[config.mk]
export PLATFORM = sky130hd
export DESIGN_NAME = baseball_top
export DESIGN_NICKNAME = d
export VERILOG_FILES = /design/src/rtl/baseball_pkg.sv /design/src/rtl/baseball_top.sv /design/src/rtl/game_fsm.sv /design/src/rtl/key_capture.sv /design/src/rtl/report_credit.sv /design/src/rtl/secret_gen.sv /design/src/rtl/seed_regs.sv
export SDC_FILE = /design/constraint.sdc
export NUM_CORES = 1
export LEC_CHECK = 0
export BUFFER_PORTS_ARGS = -buffer_cell sky130_fd_sc_hd__buf_2
export CAP_MARGIN = 10
export CORE_UTILIZATION = 25
export DETAILED_ROUTE_END_ITERATION = 10
export GPL_ROUTABILITY_DRIVEN = 0
export PLACE_DENSITY = 0.41
export SLEW_MARGIN = 20
export SYNTH_ARGS = -nofsm -noshare
export SYNTH_HDL_FRONTEND = slang
export SYNTH_SLANG_ARGS = --single-unit
export TNS_END_PERCENT = 20
[constraint.sdc]
create_clock -name clk -period 11 [get_ports clk]
set_input_delay 0.55 -clock clk [delete_from_list [all_inputs] [get_ports clk]]
set_output_delay 0.55 -clock clk [all_outputs]
set_load 0.05 [all_outputs]
[src/rtl/baseball_pkg.sv]
// shared widths, limits, report format and FSM states for the number baseball design
package baseball_pkg;

  localparam int SEED_DIGITS    = 4;
  localparam int GUESS_DIGITS   = 3;
  localparam int MAX_ATTEMPTS   = 10;
  localparam int REPORT_CREDITS = 2;   // granted by the display side after reset
  localparam int KEYS           = 10;

  // one-hot keypad, bit n is digit n
  typedef logic [KEYS-1:0] keypad_t;

  typedef logic [3:0] digit_t;

  // strike or ball count, 0..3
  typedef logic [1:0] count_t;

  typedef logic [3:0] attempt_t;

  typedef logic [1:0] credit_t;

  // first seed digit sits in the top nibble
  typedef logic [15:0] lfsr_t;

  typedef struct packed {
    count_t   strike;
    count_t   ball;
    attempt_t attempt;   // 1..10
    logic     win;
    logic     lose;
    logic [2:0] pad;     // always zero
  } report_t;

  typedef enum logic [1:0] {
    ST_IDLE,
    ST_ENTRY,
    ST_SCORE,
    ST_DONE
  } game_state_e;

endpackage

[src/rtl/baseball_top.sv]
// top level of the number baseball game, keypad in and credited reports out
`timescale 1ns/100ps

module baseball_top import baseball_pkg::*; (
  input  logic                   clk,
  input  logic                   sharp_rst,
  input  keypad_t                i_numpad,
  input  logic                   i_star,
  input  logic                   i_seed_mode,
  input  logic                   i_credit_return,
  output logic [SEED_DIGITS-1:0] o_seed_mask,
  output logic                   o_secret_ready,
  output logic                   o_report_valid,
  output report_t                o_report
);

  digit_t                    digit;
  logic                      seed_commit;
  logic                      guess_commit;
  logic                      seed_load;
  lfsr_t                     seed_value;
  digit_t [GUESS_DIGITS-1:0] secret;
  logic                      clear;
  logic                      push;
  report_t                   push_report;
  logic                      can_send;

  key_capture u_keys (
    .clk            (clk),
    .sharp_rst      (sharp_rst),
    .i_numpad       (i_numpad),
    .i_star         (i_star),
    .i_seed_mode    (i_seed_mode),
    .o_digit        (digit),
    .o_seed_commit  (seed_commit),
    .o_guess_commit (guess_commit)
  );

  seed_regs u_seed (
    .clk          (clk),
    .sharp_rst    (sharp_rst),
    .i_commit     (seed_commit),
    .i_digit      (digit),
    .i_clear      (clear),
    .o_seed_mask  (o_seed_mask),
    .o_seed_load  (seed_load),
    .o_seed_value (seed_value)
  );

  secret_gen u_secret (
    .clk            (clk),
    .sharp_rst      (sharp_rst),
    .i_load         (seed_load),
    .i_seed         (seed_value),
    .i_clear        (clear),
    .o_secret_valid (o_secret_ready),
    .o_secret       (secret)
  );

  game_fsm u_game (
    .clk            (clk),
    .sharp_rst      (sharp_rst),
    .i_commit       (guess_commit),
    .i_digit        (digit),
    .i_secret_valid (o_secret_ready),
    .i_secret       (secret),
    .i_can_send     (can_send),
    .o_push         (push),
    .o_report       (push_report),
    .o_clear        (clear)
  );

  report_credit u_report (
    .clk             (clk),
    .sharp_rst       (sharp_rst),
    .i_push          (push),
    .i_report        (push_report),
    .i_credit_return (i_credit_return),
    .o_can_send      (can_send),
    .o_report_valid  (o_report_valid),
    .o_report        (o_report)
  );

endmodule

[src/rtl/game_fsm.sv]
// game controller, collects guesses, scores strikes and balls and decides win or loss
`timescale 1ns/100ps

module game_fsm import baseball_pkg::*; (
  input  logic                       clk,
  input  logic                       sharp_rst,
  input  logic                       i_commit,
  input  digit_t                     i_digit,
  input  logic                       i_secret_valid,
  input  digit_t [GUESS_DIGITS-1:0]  i_secret,
  input  logic                       i_can_send,
  output logic                       o_push,
  output report_t                    o_report,
  output logic                       o_clear
);

  localparam int CW = $clog2(GUESS_DIGITS + 1);

  game_state_e               state_q;
  digit_t [GUESS_DIGITS-1:0] guess_q;
  logic [CW-1:0]             cnt_q;      // accepted digits in this guess
  attempt_t                  attempt_q;  // scored guesses so far
  logic                      accept;
  logic                      dup;
  count_t                    strike;
  count_t                    ball;
  report_t                   report_next;
  logic                      ending;

  // a digit may appear only once per guess
  always_comb begin
    dup = 1'b0;
    for (int k = 0; k < GUESS_DIGITS; k++) begin
      if (k < cnt_q && guess_q[k] == i_digit) dup = 1'b1;
    end
    accept = (state_q == ST_ENTRY) && i_commit && (i_digit != '0) && !dup;
  end

  always_comb begin
    strike = '0;
    ball   = '0;
    for (int i = 0; i < GUESS_DIGITS; i++) begin
      for (int j = 0; j < GUESS_DIGITS; j++) begin
        if (guess_q[i] == i_secret[j]) begin
          if (i == j) strike = strike + 1'b1;
          else        ball   = ball + 1'b1;
        end
      end
    end
  end

  always_comb begin
    report_next         = '0;
    report_next.strike  = strike;
    report_next.ball    = ball;
    report_next.attempt = attempt_q + 1'b1;
    report_next.win     = (strike == GUESS_DIGITS);
    report_next.lose    = !report_next.win &&
                          (report_next.attempt == attempt_t'(MAX_ATTEMPTS));
  end

  assign ending  = report_next.win || report_next.lose;
  assign o_clear = (state_q == ST_DONE);

  always_ff @(posedge clk) begin
    if (!sharp_rst) begin
      state_q   <= ST_IDLE;
      cnt_q     <= '0;
      attempt_q <= '0;
      o_push    <= 1'b0;
    end else begin
      o_push <= 1'b0;
      case (state_q)
        ST_IDLE: begin
          cnt_q <= '0;
          if (i_secret_valid) state_q <= ST_ENTRY;
        end
        ST_ENTRY: begin
          if (accept) begin
            cnt_q <= cnt_q + 1'b1;
            if (cnt_q == GUESS_DIGITS - 1) state_q <= ST_SCORE;
          end
        end
        ST_SCORE: begin
          if (i_can_send) begin   // wait here for credit
            o_push    <= 1'b1;
            attempt_q <= attempt_q + 1'b1;
            cnt_q     <= '0;
            state_q   <= ending ? ST_DONE : ST_ENTRY;
          end
        end
        ST_DONE: begin
          attempt_q <= '0;
          state_q   <= ST_IDLE;
        end
        default: state_q <= ST_IDLE;
      endcase
    end
  end

  always_ff @(posedge clk) begin
    if (accept) guess_q[cnt_q] <= i_digit;
    if (state_q == ST_SCORE && i_can_send) o_report <= report_next;
  end

  a_push_credit: assert property (@(posedge clk) disable iff (!sharp_rst)
    o_push |-> i_can_send);

endmodule

[src/rtl/key_capture.sv]
// keypad front end, latches the pressed digit and turns star edges into commit pulses
`timescale 1ns/100ps

module key_capture import baseball_pkg::*; (
  input  logic    clk,
  input  logic    sharp_rst,
  input  keypad_t i_numpad,
  input  logic    i_star,
  input  logic    i_seed_mode,
  output digit_t  o_digit,
  output logic    o_seed_commit,
  output logic    o_guess_commit
);

  digit_t decoded;
  logic   star_q;
  logic   star_rise;

  always_comb begin
    decoded = '0;
    for (int k = 0; k < KEYS; k++) begin
      if (i_numpad[k]) decoded = digit_t'(k);
    end
  end

  assign star_rise = i_star && !star_q;

  always_ff @(posedge clk) begin
    if (!sharp_rst) begin
      o_digit        <= '0;
      star_q         <= 1'b0;
      o_seed_commit  <= 1'b0;
      o_guess_commit <= 1'b0;
    end else begin
      star_q         <= i_star;
      o_seed_commit  <= star_rise && i_seed_mode;
      o_guess_commit <= star_rise && !i_seed_mode;
      if (i_numpad != '0 && !i_star) o_digit <= decoded;   // no latch while star held
    end
  end

  a_keypad_onehot: assert property (@(posedge clk) disable iff (!sharp_rst)
    $onehot0(i_numpad));

endmodule

[src/rtl/report_credit.sv]
// report output stage, registers each report and tracks credits from the display consumer
`timescale 1ns/100ps

module report_credit import baseball_pkg::*; (
  input  logic    clk,
  input  logic    sharp_rst,
  input  logic    i_push,
  input  report_t i_report,
  input  logic    i_credit_return,
  output logic    o_can_send,
  output logic    o_report_valid,
  output report_t o_report
);

  credit_t credit_q;

  assign o_can_send = (credit_q != '0);

  always_ff @(posedge clk) begin
    if (!sharp_rst) begin
      credit_q       <= credit_t'(REPORT_CREDITS);
      o_report_valid <= 1'b0;
    end else begin
      o_report_valid <= i_push;   // single-beat report
      case ({i_push, i_credit_return})
        2'b10:   credit_q <= credit_q - 1'b1;
        2'b01:   credit_q <= credit_q + 1'b1;
        default: credit_q <= credit_q;   // both or neither
      endcase
    end
  end

  always_ff @(posedge clk) begin
    if (i_push) o_report <= i_report;
  end

  a_credit_max: assert property (@(posedge clk) disable iff (!sharp_rst)
    credit_q <= credit_t'(REPORT_CREDITS));

endmodule

[src/rtl/secret_gen.sv]
// secret generator, steps the seeded LFSR and folds it into three distinct digits 1..9
`timescale 1ns/100ps

module secret_gen import baseball_pkg::*; (
  input  logic                       clk,
  input  logic                       sharp_rst,
  input  logic                       i_load,
  input  lfsr_t                      i_seed,
  input  logic                       i_clear,
  output logic                       o_secret_valid,
  output digit_t [GUESS_DIGITS-1:0]  o_secret
);

  lfsr_t                     state_q;
  lfsr_t                     stepped;
  logic                      step_q;
  digit_t [GUESS_DIGITS-1:0] folded;

  function automatic digit_t bump(input digit_t d);
    return digit_t'((d % 9) + 1);
  endfunction

  always_comb begin
    stepped = {state_q[14:0], state_q[15] ^ state_q[13] ^ state_q[12] ^ state_q[10]};
    for (int i = 0; i < GUESS_DIGITS; i++) begin
      folded[i] = bump(stepped[15-4*i -: 4]);
    end
    // three passes settle any collision
    for (int p = 0; p < 3; p++) begin
      if (folded[0] == folded[1]) folded[0] = bump(folded[0]);
      if (folded[0] == folded[2]) folded[0] = bump(folded[0]);
      if (folded[1] == folded[2]) folded[1] = bump(folded[1]);
    end
  end

  always_ff @(posedge clk) begin
    if (!sharp_rst || i_clear) begin
      step_q         <= 1'b0;
      o_secret_valid <= 1'b0;
    end else begin
      step_q <= i_load;
      if (step_q) o_secret_valid <= 1'b1;   // held until the game ends
    end
  end

  always_ff @(posedge clk) begin
    if (i_load) begin
      state_q <= i_seed;
    end
    if (step_q) o_secret <= folded;
  end

  a_secret_ok: assert property (@(posedge clk) disable iff (!sharp_rst)
    o_secret_valid |-> (o_secret[0] != '0 && o_secret[1] != '0 && o_secret[2] != '0 &&
                        o_secret[0] != o_secret[1] && o_secret[0] != o_secret[2] &&
                        o_secret[1] != o_secret[2]));

endmodule

[src/rtl/seed_regs.sv]
// seed configuration registers, fills four seed slots in order and hands the seed to the LFSR
`timescale 1ns/100ps

module seed_regs import baseball_pkg::*; (
  input  logic                   clk,
  input  logic                   sharp_rst,
  input  logic                   i_commit,
  input  digit_t                 i_digit,
  input  logic                   i_clear,
  output logic [SEED_DIGITS-1:0] o_seed_mask,
  output logic                   o_seed_load,
  output lfsr_t                  o_seed_value
);

  digit_t [SEED_DIGITS-1:0]         seed_q;
  logic [$clog2(SEED_DIGITS)-1:0]   slot;
  logic                             full;
  logic                             full_q;
  logic                             take;

  assign full = &o_seed_mask;
  assign take = i_commit && (i_digit != '0) && !full;   // digit 0 fills nothing

  // first empty slot, flags fill from bit 0 upward
  always_comb begin
    slot = '0;
    for (int k = SEED_DIGITS - 1; k >= 0; k--) begin
      if (!o_seed_mask[k]) slot = k[$clog2(SEED_DIGITS)-1:0];
    end
  end

  always_ff @(posedge clk) begin
    if (!sharp_rst || i_clear) begin
      o_seed_mask <= '0;
      o_seed_load <= 1'b0;
      full_q      <= 1'b0;
    end else begin
      full_q      <= full;
      o_seed_load <= full && !full_q;   // one pulse per completed seed
      if (take) o_seed_mask[slot] <= 1'b1;
    end
  end

  always_ff @(posedge clk) begin
    if (take) seed_q[SEED_DIGITS-1-slot] <= i_digit;
  end

  assign o_seed_value = seed_q;   // slot 0 lands in the top nibble

  a_load_full: assert property (@(posedge clk) disable iff (!sharp_rst)
    o_seed_load |-> ((&o_seed_mask) && seed_q[0] != '0 && seed_q[1] != '0 &&
                     seed_q[2] != '0 && seed_q[3] != '0));

endmodule

# Yosys cells after proc, flatten, opt, wreduce, memory -nomap -nowiden
# Cells that the tools add are included.
[word_totals] register_bits=102 in_bits=15 output_inout_bits=19 wordCells=210
[classes] addsub=24 n_div=12 magnitude_cmp=9 n_eq_ne=33 mux=55 bitwise=1 n_reduce_logical=40
[op_table] cell="modulo 4 x 4 -> 32 bit (second input constant)" count=12
[op_table] cell="== test 4 bit" count=21
[op_table] cell="two-way mux 4 bit" count=14
[op_table] cell="adder 4 x 1 -> 4 bit (second input constant)" count=13
[op_table] cell="two-way mux 2 bit" count=20
[op_table] cell=">= comparator 32 x 1 -> 1 bit (second input constant)" count=1
[op_table] cell="less-than comparator 32 x 3 -> 1 bit (second input constant)" count=1
[op_table] cell="logical AND 1 bit" count=18
[op_table] cell="bitwise mux 16 bit" count=1
[op_table] cell="demux 4 bit (select 2 bit)" count=2
[op_table] cell="adder 2 x 1 -> 2 bit (second input constant)" count=7
[op_table] cell="bitwise mux 12 bit" count=1
[op_table] cell="two-way mux 3 bit" count=4
[op_table] cell="== test 2 bit (second input constant)" count=5
[op_table] cell="nonzero test 10 bit" count=1
[op_table] cell="logical NOT 1 bit" count=8
[op_table] cell="two-way mux 1 bit" count=8
[op_table] cell="one-hot mux 2 bit (4 select lines)" count=1
[op_table] cell="one-hot mux 4 bit (2 select lines)" count=1
[op_table] cell="AND reduction 4 bit" count=2
[op_table] cell="less-than comparator 2 x 3 -> 1 bit (second input constant)" count=2
[op_table] cell="one-hot mux 2 bit (3 select lines)" count=1
[op_table] cell="nonzero test 2 bit" count=3
[op_table] cell="adder 1 x 1 -> 2 bit (second input constant)" count=2
[op_table] cell="other kinds (18)" count=25

# Depth between registers and ports, before layout
# Gate-level depths: netlist of the first run.
[depth] depth_word=20 mapped_depth=63 ltp_nobuf=61

# Hierarchy
# From an unflattened synthesis of the first run, not the netlist that was laid out.
[unflattened] hier_cells=887 area_unflattened_um2=8340.5
[modules_own_cells] module="secret_gen" instances=1 cells_per_inst=595 area_each_um2=4784.6
[modules_own_cells] module="game_fsm" instances=1 cells_per_inst=190 area_each_um2=2000.7
[modules_own_cells] module="seed_regs" instances=1 cells_per_inst=42 area_each_um2=714.4
[modules_own_cells] module="report_credit" instances=1 cells_per_inst=26 area_each_um2=519.2
[modules_own_cells] module="key_capture" instances=1 cells_per_inst=34 area_each_um2=321.6

# Worst setup path before layout of the first run
# No wires, ideal clock.
[synth_path] path_type="flip-flop to flip-flop" startpoint="reg u_secret.state_q[7]" endpoint="reg u_secret.o_secret[2] (netlist name), data pin" setup_ns=0.277 arrival_time_ns=11.859 setup_slack_ns=-1.136 path_stages_with_launch=58 n_path_buf=2 path_cell_list="edfxtp_1 -> inv_1 -> ha_1 -> or3b_1 -> a211o_1 -> buf_4 -> ha_1 -> buf_1 -> xnor3_1 -> mux2i_2 -> a211oi_2 -> mux2_4 -> inv_1 -> ha_1 -> nor2b_1 -> and3_1 -> or3_1 -> and2_1 -> [... 22 more ...] -> inv_1 -> ha_1 -> nor2b_1 -> o211ai_1 -> nand3_1 -> nor2_1 -> a21oi_1 -> ha_1 -> a2111o_1 -> nand4b_1 -> mux2i_2 -> and3b_1 -> nor2_1 -> mux2_2 -> ha_1 -> nor4b_1 -> a21o_1 -> a311oi_1"
[synth_lines] item="from (decl)" line_no="secret_gen.sv:14" source="lfsr_t state_q;"
[synth_lines] item="from (signal assigned)" line_no="secret_gen.sv:48" source="state_q <= i_seed;"
[synth_lines] item="to (signal assigned)" line_no="secret_gen.sv:50" source="if (step_q) o_secret <= folded;"
[synth_lines] item="to (decl)" line_no="secret_gen.sv:11" source="output digit_t [GUESS_DIGITS-1:0] o_secret"

==> impl_metrics.tcl, run 1 <==
set metrics [dict create \
    root_buffer "clkbuf_16" \
    portBuffers 30 \
    initialDrtViolationCount 304 \
    maxCapViolCount 0 \
    floorplan.rows 65 \
    setup_viol 0 \
    wl_met2_mm 9.71 \
    critical_path_depth 56 \
    cts.reportedPaths.clkPinSlew_ps 70 \
    ys.flop_type "edfxtp_1" \
    timing.final.ws_setup_ps 181 \
    clock.fmax_ghz 0.0924 \
    postSynthAreaPerCell_um2 9.46 \
    layout_skew_ps 8.65 \
    syn_area_um2 8090 \
    hold_path_end "u_keys.o_guess_commit$_SDFF_PN0_" \
    synthToLayoutAreaGrowth_pct 22.4 \
    grt_usage_pct 12.5 \
    antenna-diode-count 0 \
    totalPowerFinal_mw 0.717 \
    grt_setup_unrepaired "yes" \
    place.detailed.hpwl_mm 15.8 \
    critPathArrivalTime_ps 10910 \
    timing.final.crit_period_ps 10820 \
    seqPwrFrac_pct 54.0 \
    io_pins 34 \
    worstSkewPairLatency_ps 350 \
    filler_cell_count 3297 \
    die-area_um2 33100 \
    total_leakage_power_nw 3.57 \
    final_area_um2 9900 \
    tritoncts "built" \
    switching_part_of_the_total_pct 21.0 \
    antenna_violations_before_repair 0 \
    ys.warnings.count 0 \
    total_internal_power_mw 0.567 \
    hold_crit_depth 2 \
    grt_first_pass_wirelength_mm 33.6 \
    clock-sinks 95 \
    routed_wl_mm 20.5 \
    synth.lib_cells_used.distinct 108 \
    least_margin_pin_slew_ps 828 \
    netSwitchingPower_mw 0.150 \
    peakVddDrop_uv 60.7 \
    end_kind "flip-flop" \
    nNetsFinal 1003 \
    asyncSetResetFlopFracSynth_pct 0 \
    outcome "complete, no violations" \
    drt-wirelength-per-cell_um 15.2 \
    hold_buffers 0 \
    regToRegEndpoint "u_secret.o_secret[2]$_DFFE_PP_" \
    clock_tree.buffer_depth 2 \
    timing_worst_setup_path_type "flip-flop to flip-flop" \
    syn-instance-count 855 \
    worst_case_headroom_to_the_max_slew_limit_pct 44.6 \
    grt_start_max_net_pins 21 \
    reg2regPathDepth 56 \
    detailedRoute.firstPassIterationCount 4 \
    regToRegSetupSlack_ps 180 \
    clock_buffer_count_from_cts 9 \
    critPathMaxFanout 7 \
    drcViolationCount 0 \
    initial_utilization_pct 25.5 \
    timing_hold_violations_final 0 \
    fp.coreArea_um2 31700 \
    crit_path_frequent_cell "ha_4" \
    synth_enable_flop_cells 68 \
    layout-drive-gt1-share_pct 25.2 \
    flip_flop_and_latch_count_after_synthesis 95 \
    comb_power_share_pct 2.4 \
    via_count_of_the_first_global_routing_pass 6431 \
    pd_cells_nw_per_um2 72.4 \
    fp.dieH_um 182 \
    top_layer "met4" \
    vias_per_cell 4.86 \
    cts.htree.levels 3 \
    path_buf_inv 9 \
    dp_worst_setup_slack_ps -109 \
    worst_hold_path_type "input port to flip-flop" \
    die_width_um 182 \
    final_max_slew_viol_count 0 \
    critPathSlowestCell "o41a_1" \
    regToRegStartpoint "u_secret.state_q[7]$_DFFE_PP_" \
    path_delay_family "compound AO/OA/AOI/OAI gates" \
    wl_met3_um 293 \
    sequential_to_total_area_share_from_yosys_stat_pct 31.9 \
    antenna_violating_nets_post_route 0 \
    p_clk_share_pct 43.5 \
    required_time_of_the_worst_setup_path_ps 11090 \
    detailed_place.area_um2 9230 \
    min-delay-start "i_seed_mode" \
    fin_crit_share_pct 98.4 \
    overflow 0 \
    max_stage_delay_ps 460 \
    critPathLaunchType "flip-flop" \
    dr_total_vias 6567 \
    met1_length_mm 10.4 \
]
[state kept, by name, indices dropped and copies added (netlist names)]
register                 cells
u_game.attempt_q             4
u_game.cnt_q                 2
u_game.guess_q              12
u_game.o_push                1
u_game.o_report             10
u_game.state_q               2
u_keys.o_digit               4
u_keys.o_guess_commit        1
u_keys.o_seed_commit         1
u_keys.star_q                1
u_report.credit_q            2
u_report.o_report           10
u_report.o_report_valid      1
u_secret.o_secret           12
u_secret.o_secret_valid      1
u_secret.state_q            12
u_secret.step_q              1
u_seed.full_q                1
u_seed.o_seed_load           1
u_seed.o_seed_mask           4
u_seed.o_seed_value         12
[synthesized netlist by cell type (6+ instances only)]
library cell | number | share of area (%)
dfxtp_1 | 27 | 6.7
edfxtp_1 | 68 | 25
mux2i_1 | 10 | 1.2
nand2_1 | 50 | 2.3
o21a_1 | 8 | 0.74
clkbuf_1 | 13 | 0.60
nand3_1 | 22 | 1.4
and2_1 | 18 | 1.4
and3_1 | 6 | 0.46
o21ai_0 | 27 | 1.7
xnor2_1 | 66 | 7.1
nand2b_1 | 8 | 0.62
a211oi_1 | 6 | 0.56
xor2_1 | 31 | 3.4
nand4_1 | 15 | 1.2
o31ai_1 | 6 | 0.56
a31oi_1 | 10 | 0.77
nor3b_1 | 10 | 0.93
nor2b_1 | 19 | 1.5
mux2_2 | 8 | 1.1
o2111ai_1 | 11 | 1.2
inv_1 | 56 | 2.6
or3_1 | 11 | 0.85
nor4_1 | 11 | 0.85
buf_4 | 6 | 0.56
o211ai_1 | 10 | 0.93
nor3_1 | 23 | 1.4
ha_1 | 43 | 6.7
a21oi_1 | 36 | 2.2
nor2_1 | 62 | 2.9
[how the worst max path moves through the flow]
stage	end	slack (ps)	start
2_1_floorplan	u_secret.o_secret[2]$_DFFE_PP_	10	u_secret.state_q[7]$_DFFE_PP_
3_3_place_gp	u_secret.o_secret[2]$_DFFE_PP_	90	u_secret.state_q[8]$_DFFE_PP_
3_5_place_dp	u_secret.o_secret[2]$_DFFE_PP_	-110	u_secret.state_q[8]$_DFFE_PP_
4_1_cts	u_secret.o_secret[2]$_DFFE_PP_	10	u_secret.state_q[7]$_DFFE_PP_
5_1_grt	u_secret.o_secret[2]$_DFFE_PP_	-350	u_secret.state_q[7]$_DFFE_PP_
6_report	u_secret.o_secret[2]$_DFFE_PP_	180	u_secret.state_q[7]$_DFFE_PP_
[cell families after synthesis]
logic type | after synthesis | synth area share, %
simple gates | 288 | 19.6
xor+xnor | 107 | 12.9
compound gates | 213 | 21.4
flops | 95 | 31.9
buf+inv | 86 | 4.45
other cells | 1 | 0.0464
fa+ha+maj | 43 | 6.65
mux | 22 | 3.06
[timing repair]
| item | 4_1_cts | 5_1_grt |
|---|---|---|
| hold endpoints to repair | 0 | 0 |
| pin swaps | 6 | 28 |
| setup endpoints to repair | 2 | 4 |
| resized for setup | 5 | 33 |
| setup buffers | 5 | 19 |
[power by group through the flow]
stage | sequential, mW | combinational (mW) | clock [mW]
6_report | 0.387 | 0.0175 | 0.312
4_1_cts | 0.387 | 0.0178 | 0.324
5_1_grt | 0.388 | 0.0197 | 0.335
2_1_floorplan | 0.394 | 0.0124 | 0
3_5_place_dp | 0.395 | 0.0177 | 0
3_3_place_gp | 0.395 | 0.0175 | 0
[layer usage]
layer	up-vias	track usage, %
met4	0	2.49
met1	3143	17.1
met3	7	1.58
met2	55	21.0
li1	3362	-
met5	-	0
[cell type report]
type	count	area [um^2]	share of cell area, %
Tap cell	402	503	5.08
Clock buffer	10	229	2.31
Sequential cell	95	2580	26.1
Inverter	60	240	2.43
Multi-Input combinational cell	676	5580	56.3
Timing Repair Buffer	103	702	7.09
Clock inverter	6	70.1	0.708
[placed cells by master (no fill, tap or decap), types with 9 or more instances in the layout]
cell type  netlist  final
dfxtp_1         27     27
nand4_1         15     15
clkbuf_16        0      9
nor3_1          23     23
nor2_1          62     58
xnor2_1         66     65
nor2b_1         19     16
buf_2            3     30
a21oi_1         36     36
or3_1           11     10
nand2_1         50     49
ha_4             0     13
a31oi_1         10     10
and2_1          18     17
inv_2            3     10
inv_1           56     45
o2111ai_1       11     10
o211ai_1        10     10
buf_4            6     72
nand3_1         22     20
edfxtp_1        68     68
ha_1            43     27
nor4_1          11     11
nor3b_1         10     10
xor2_1          31     31
o21ai_0         27     25
[through the flow]
| stage | setup TNS (ps) | hold slack, ps | std cells | util (%) |
|---|---|---|---|---|
| final | 0 | 374 | 1352 | 31.2 |
| after global routing | -598 | 359 | 1352 | 31.2 |
| after CTS | 0 | 361 | 1333 | 30.2 |
| after detailed placement | -109 | 394 | 1312 | 29.1 |
| after global placement | 0 | 386 | 1312 | 29.1 |
| after floorplan | 0 | 376 | 857 | - |
Note: power is estimated with default switching activity, not from simulation.
==> inputs of run 2 (changes only) <==
--- a/config.mk
+++ b/config.mk
@@ -5,14 +5,13 @@
 export SDC_FILE = /design/constraint.sdc
 export NUM_CORES = 1
 export LEC_CHECK = 0
-export BUFFER_PORTS_ARGS = -buffer_cell sky130_fd_sc_hd__buf_2
 export CAP_MARGIN = 10
 export CORE_UTILIZATION = 25
 export DETAILED_ROUTE_END_ITERATION = 10
+export DONT_BUFFER_PORTS = 1
 export GPL_ROUTABILITY_DRIVEN = 0
 export PLACE_DENSITY = 0.41
 export SLEW_MARGIN = 20
 export SYNTH_ARGS = -nofsm -noshare
 export SYNTH_HDL_FRONTEND = slang
 export SYNTH_SLANG_ARGS = --single-unit
-export TNS_END_PERCENT = 20
==> run 2 against run 1 <==
Sequential share of layout area is 0.74 points higher. Critical path depth is 1 lower. Register-to-register slack better by 180 ps. Combinational power is 27% lower.
==> impl_metrics.tcl, run 2 (synthesis gave the netlist of run 1 again) <==
set metrics [dict create \
    outcome "complete, no violations" \
    cts.htree.levels 3 \
    nNetsFinal 962 \
    filler_cell_count 3298 \
    top_layer "met4" \
    dr_total_vias 6434 \
    worstSkewPairLatency_ps 340 \
    timing_hold_violations_final 0 \
    peakVddDrop_uv 65.4 \
    crit_start "u_secret.state_q[7]$_DFFE_PP_" \
    final_max_slew_viol_count 0 \
    max_stage_delay_ps 460 \
    critPathSlowestCell "edfxtp_1" \
    layout-drive-gt1-share_pct 21.9 \
    fp.dieH_um 182 \
    drcViolationCount 0 \
    io_pins 34 \
    timing.final.ws_setup_ps 357 \
    floorplan.rows 65 \
    wl_met3_um 359 \
    wl_met2_mm 9.49 \
    dp_worst_setup_slack_ps -34.4 \
    grt_start_max_net_pins 21 \
    required_time_of_the_worst_setup_path_ps 11080 \
    reg2regPathDepth 55 \
    detailedRoute.firstPassIterationCount 5 \
    die_width_um 182 \
    least_margin_pin_slew_ps 896 \
    clock_buffer_count_from_cts 9 \
    pd_cells_nw_per_um2 73.9 \
    layout_common_cells "edfxtp_1, xnor2_1, buf_4, nor2_1, nand2_1" \
    die-area_um2 33100 \
    clock-sinks 95 \
    regToRegStartpoint "u_secret.state_q[7]$_DFFE_PP_" \
    setup_viol 0 \
    crit_path_frequent_cell "ha_4" \
    cts.reportedPaths.clkPinSlew_ps 70 \
    seqPwrFrac_pct 54.5 \
    clock_tree.buffer_depth 2 \
    clock.fmax_ghz 0.0940 \
    switching_part_of_the_total_pct 20.7 \
    initialDrtViolationCount 301 \
    hold_path_end "u_keys.o_guess_commit$_SDFF_PN0_" \
    end_kind "flip-flop" \
    critPathLaunchType "flip-flop" \
    maxCapViolCount 0 \
    routed_wl_mm 20.1 \
    place.detailed.hpwl_mm 15.7 \
    hold_buffers 0 \
    overflow 0 \
    synthToLayoutAreaGrowth_pct 19.1 \
    antenna_violations_before_repair 0 \
    final_common_cell "edfxtp_1" \
    grt_usage_pct 12.2 \
    timing.final.crit_period_ps 10640 \
    timing_worst_setup_path_type "flip-flop to flip-flop" \
    comb_power_share_pct 1.8 \
    via_count_of_the_first_global_routing_pass 6112 \
    drt-wirelength-per-cell_um 15.4 \
    min-delay-start "i_seed_mode" \
    antenna-diode-count 0 \
    portBuffers 0 \
    critPathMaxFanout 6 \
    tritoncts "built" \
    worst_hold_path_type "input port to flip-flop" \
    antenna_violating_nets_post_route 0 \
    root_buffer "clkbuf_16" \
    regToRegEndpoint "u_secret.o_secret[2]$_DFFE_PP_" \
    fin_crit_share_pct 96.8 \
    setup-tns-final_ps 0 \
    grt_first_pass_wirelength_mm 32.7 \
    p_clk_share_pct 43.7 \
    utilization_pct 30.4 \
    total_internal_power_mw 0.564 \
    critPathArrivalTime_ps 10720 \
    met1_length_mm 10.2 \
    netSwitchingPower_mw 0.147 \
    initial_utilization_pct 25.5 \
    vias_per_cell 4.91 \
    worst_case_headroom_to_the_max_slew_limit_pct 40.1 \
    grt_setup_unrepaired "yes" \
    total_leakage_power_nw 3.40 \
    hold_crit_depth 1 \
    layout_skew_ps 7.00 \
    fp.coreArea_um2 31700 \
    regToRegSetupSlack_ps 360 \
]
==> run 2: worst max path at each step <==
stage	endpoint	cells after the start	slack (ps)
after global routing	u_secret.o_secret[2]$_DFFE_PP_	56	-160
final	u_secret.o_secret[2]$_DFFE_PP_	55	360
after CTS	u_secret.o_secret[2]$_DFFE_PP_	55	20
after detailed placement	u_secret.o_secret[2]$_DFFE_PP_	55	-30
after global placement	u_secret.o_secret[2]$_DFFE_PP_	57	140
after floorplan	u_secret.o_secret[2]$_DFFE_PP_	57	10
==> run 2: timing repair <==
action	in CTS	in global routing
resized for setup	1	32
setup buffers	1	9
pin swaps	3	13
setup endpoints to repair	1	4
==> run 2: power groups by stage <==
stage / Sequential [mW] / Clock, mW / Combinational [mW]
floorplan: 0.394 / 0 / 0.0124
CTS: 0.388 / 0.321 / 0.0128
finish: 0.388 / 0.311 / 0.0127
detailed placement: 0.396 / 0 / 0.0128
global placement: 0.396 / 0 / 0.0127
global route: 0.388 / 0.334 / 0.0143
==> run 2: stage by stage <==
| stage | power (mW) | std cells | area [um^2] | hold slack, ps |
|---|---|---|---|---|
| 5_1_grt | 0.737 | 1311 | 9630 | 269 |
| 3_3_place_gp | 0.409 | 1285 | 9100 | 392 |
| 3_5_place_dp | 0.409 | 1285 | 9100 | 384 |
| 4_1_cts | 0.722 | 1302 | 9400 | 266 |
| 6_report | 0.712 | 1311 | 9630 | 280 |
| 2_1_floorplan | 0.406 | 857 | 8350 | 376 |
==> run 2: routing by layer <==
| layer | vias to the layer above | track usage, % |
|---|---|---|
| met5 | - | 0 |
| met4 | 0 | 1.75 |
| met3 | 11 | 1.40 |
| met2 | 74 | 20.7 |
| met1 | 3063 | 16.7 |
| li1 | 3286 | - |
==> run 2: worst max-delay path: cells and delay by family, from the launching register on <==
| kind | cells | cell delay [ps] |
|---|---|---|
| AOI/OAI and AO/OA | 13 | 2560 |
| buffers and inverters | 8 | 580 |
| DFF | 1 | 460 |
| muxes | 5 | 1410 |
| adders and majority gates | 12 | 2470 |
| xor gates and xnor gates | 2 | 470 |
| and+or+nand+nor | 15 | 2430 |
==> run 2: area by class of cell <==
type	count	area, um^2	area share (%)
clock buffer	9	225	2.34
clock inverter	7	70.1	0.727
inverter	60	235	2.44
multi-input combinational	676	5550	57.6
sequential	95	2580	26.8
tap	402	503	5.22
timing repair buffer	62	465	4.83
==> inputs of run 3 (changes only) <==
--- a/config.mk
+++ b/config.mk
@@ -5,13 +5,16 @@
 export SDC_FILE = /design/constraint.sdc
 export NUM_CORES = 1
 export LEC_CHECK = 0
+export ABC_AREA = 1
 export CAP_MARGIN = 10
 export CORE_UTILIZATION = 25
 export DETAILED_ROUTE_END_ITERATION = 10
 export DONT_BUFFER_PORTS = 1
 export GPL_ROUTABILITY_DRIVEN = 0
 export PLACE_DENSITY = 0.41
+export RECOVER_POWER = 100
 export SLEW_MARGIN = 20
 export SYNTH_ARGS = -nofsm -noshare
 export SYNTH_HDL_FRONTEND = slang
+export SYNTH_HIERARCHICAL = 1
 export SYNTH_SLANG_ARGS = --single-unit
==> run 3 against run 2 <==
Global-route usage shrank 0.58 points. Worst setup slack better by 930 ps. Clock power down 3%. Routed wire length is 8.0% lower. Utilization down 2.4 points. Clock skew up 2.8 ps. Count of clock-buffer cells in the layout unchanged. Sequential power up 8.0%. Register-to-register slack improved by 930 ps. Combinational power grew 140%. Die area rose by 0.92%.
==> impl_metrics.tcl, run 3 <==
set metrics [dict create \
    path_delay_family "simple AND/OR/NAND/NOR gates" \
    least_margin_pin_slew_ps 1020 \
    max_stage_delay_ps 410 \
    largest_register_ffs 13 \
    final_common_cell "nand2_1" \
    hold_buffers 0 \
    pd_cells_nw_per_um2 84.3 \
    cts-resized-gates 0 \
    clock_buffer_count_from_cts 9 \
    detailedRoute.firstPassIterationCount 7 \
    maxCapViolCount 0 \
    clock.fmax_ghz 0.103 \
    cts.htree.levels 3 \
    grt_util_met2_pct 19.6 \
    worstSkewPairLatency_ps 340 \
    postSynthAreaPerCell_um2 7.17 \
    totalPowerFinal_mw 0.751 \
    die_width_um 183 \
    nNetsFinal 1203 \
    fp.dieH_um 183 \
    worst_hold_path_type "input port to flip-flop" \
    antenna_violating_nets_post_route 0 \
    fin_crit_share_pct 88.3 \
    peakVddDrop_uv 62.4 \
    synthToLayoutAreaGrowth_pct 9.10 \
    worst_case_headroom_to_the_max_slew_limit_pct 31.7 \
    grt_setup_unrepaired "no" \
    grt_usage_pct 11.6 \
    floorplan.rows 65 \
    tritoncts "built" \
    overflow 0 \
    grt_first_pass_wirelength_mm 31.7 \
    layout_skew_ps 9.81 \
    antenna-diode-count 0 \
    met1_usage_pct 15.6 \
    end_kind "flip-flop" \
    clock-sinks 98 \
    final_max_slew_viol_count 0 \
    via_count_of_the_first_global_routing_pass 6478 \
    vias_per_cell 4.31 \
    setup-tns-final_ps 0 \
    syn_area_um2 8170 \
    syn-instance-count 1139 \
    timing_hold_violations_final 0 \
    max_flop_register "u_report/o_report" \
    initialDrtViolationCount 316 \
    clock_tree.buffer_depth 2 \
    antenna_violations_before_repair 0 \
    cts.reportedPaths.clkPinSlew_ps 70 \
    path_buf_inv 10 \
    initial_utilization_pct 25.6 \
    total_leakage_power_nw 4.14 \
    fp.coreArea_um2 31900 \
    area_used_by_multi_input_combinational_logic_um2 4830 \
    ys.warnings.count 6 \
    routed_wl_mm 18.5 \
    filler_cell_count 3528 \
    drt-wirelength-per-cell_um 11.7 \
    critPathSlowestCell "edfxtp_1" \
    ff_latch_area_um2 2670 \
    required_time_of_the_worst_setup_path_ps 11100 \
    die-area_um2 33400 \
    grt_most_used_layer "met2" \
    outcome "complete, no violations" \
    portBuffers 0 \
    critPathArrivalTime_ps 9810 \
    layout-drive-gt1-share_pct 13.1 \
    detailed_place.area_um2 8680 \
    setup_viol 0 \
    global_route.usage.met3_pct 1.40 \
    drcViolationCount 0 \
    place.detailed.hpwl_mm 14.7 \
    root_buffer "clkbuf_16" \
    critPathLaunchType "flip-flop" \
    grt_start_max_net_pins 19 \
    final_area_um2 8910 \
    io_pins 34 \
    cts_post_setup_buffers_inserted 0 \
    timing.final.crit_period_ps 9720 \
    critPathMaxFanout 9 \
    dr_total_vias 6836 \
    timing_worst_setup_path_type "flip-flop to flip-flop" \
    regToRegSetupSlack_ps 1280 \
    layout_common_cells "nand2_1, inv_1, nand3_1, nor2_1, edfxtp_1" \
]
-- run 3: path summary, 6_finish.rpt --
check	cells after the start	from	end
setup / recovery	67	u_secret/state_q[7]$_DFFE_PP_	u_secret/o_secret[2]$_DFFE_PP_
hold reg to reg	1	u_seed/full_q$_SDFF_PP0_	u_seed/o_seed_load$_SDFF_PP0_
hold / removal	1	i_seed_mode	u_keys/o_guess_commit$_SDFF_PN0_
setup reg to reg	67	u_secret/state_q[7]$_DFFE_PP_	u_secret/o_secret[2]$_DFFE_PP_
-- run 3: layout make-up --
type	instances	area share [%]
Sequential cell	98	30.0
Inverter	152	6.42
Clock inverter	7	0.688
Tap cell	435	6.11
Timing Repair Buffer	2	0.0843
Clock buffer	9	2.53
Multi-Input combinational cell	882	54.2
-- run 3: where the power goes --
part	leakage (nW)	switching (mW)	internal, mW
Clock	0.141	0.143	0.158
Sequential	0.863	0.0153	0.404
Combinational	3.14	0.0202	0.0107
-- run 3: per-stage QoR --
step                      utilization (%)  instances  hold slack, ps  setup WS [ps]
after detailed placement             27.2       1569             388           1390
after floorplan                         -       1141             376           2410
final                                27.9       1585             277           1280
after global routing                 27.9       1585             270            189
after CTS                            28.1       1585             263           1360
after global placement               27.2       1569             380           1650
-- run 3: metal layers --
metal  up-vias  wire length [um]  part of all wire, %
met1      3062              9420                   51
li1       3697                 -                    -
met2        68              8510                   46
met3         9               438                  2.4
met5         -                 0                    0
met4         0               156                 0.84
-- run 3: worst register-to-register path, delay by kind of cell (launching register included) --
family / cells / cell delay (ps)
buffers and inverters: 10 / 820
xor gates and xnor gates: 1 / 160
AOI/OAI and AO/OA: 2 / 350
adders and majority gates: 12 / 2770
DFF: 1 / 410
and+or+nand+nor: 42 / 4950
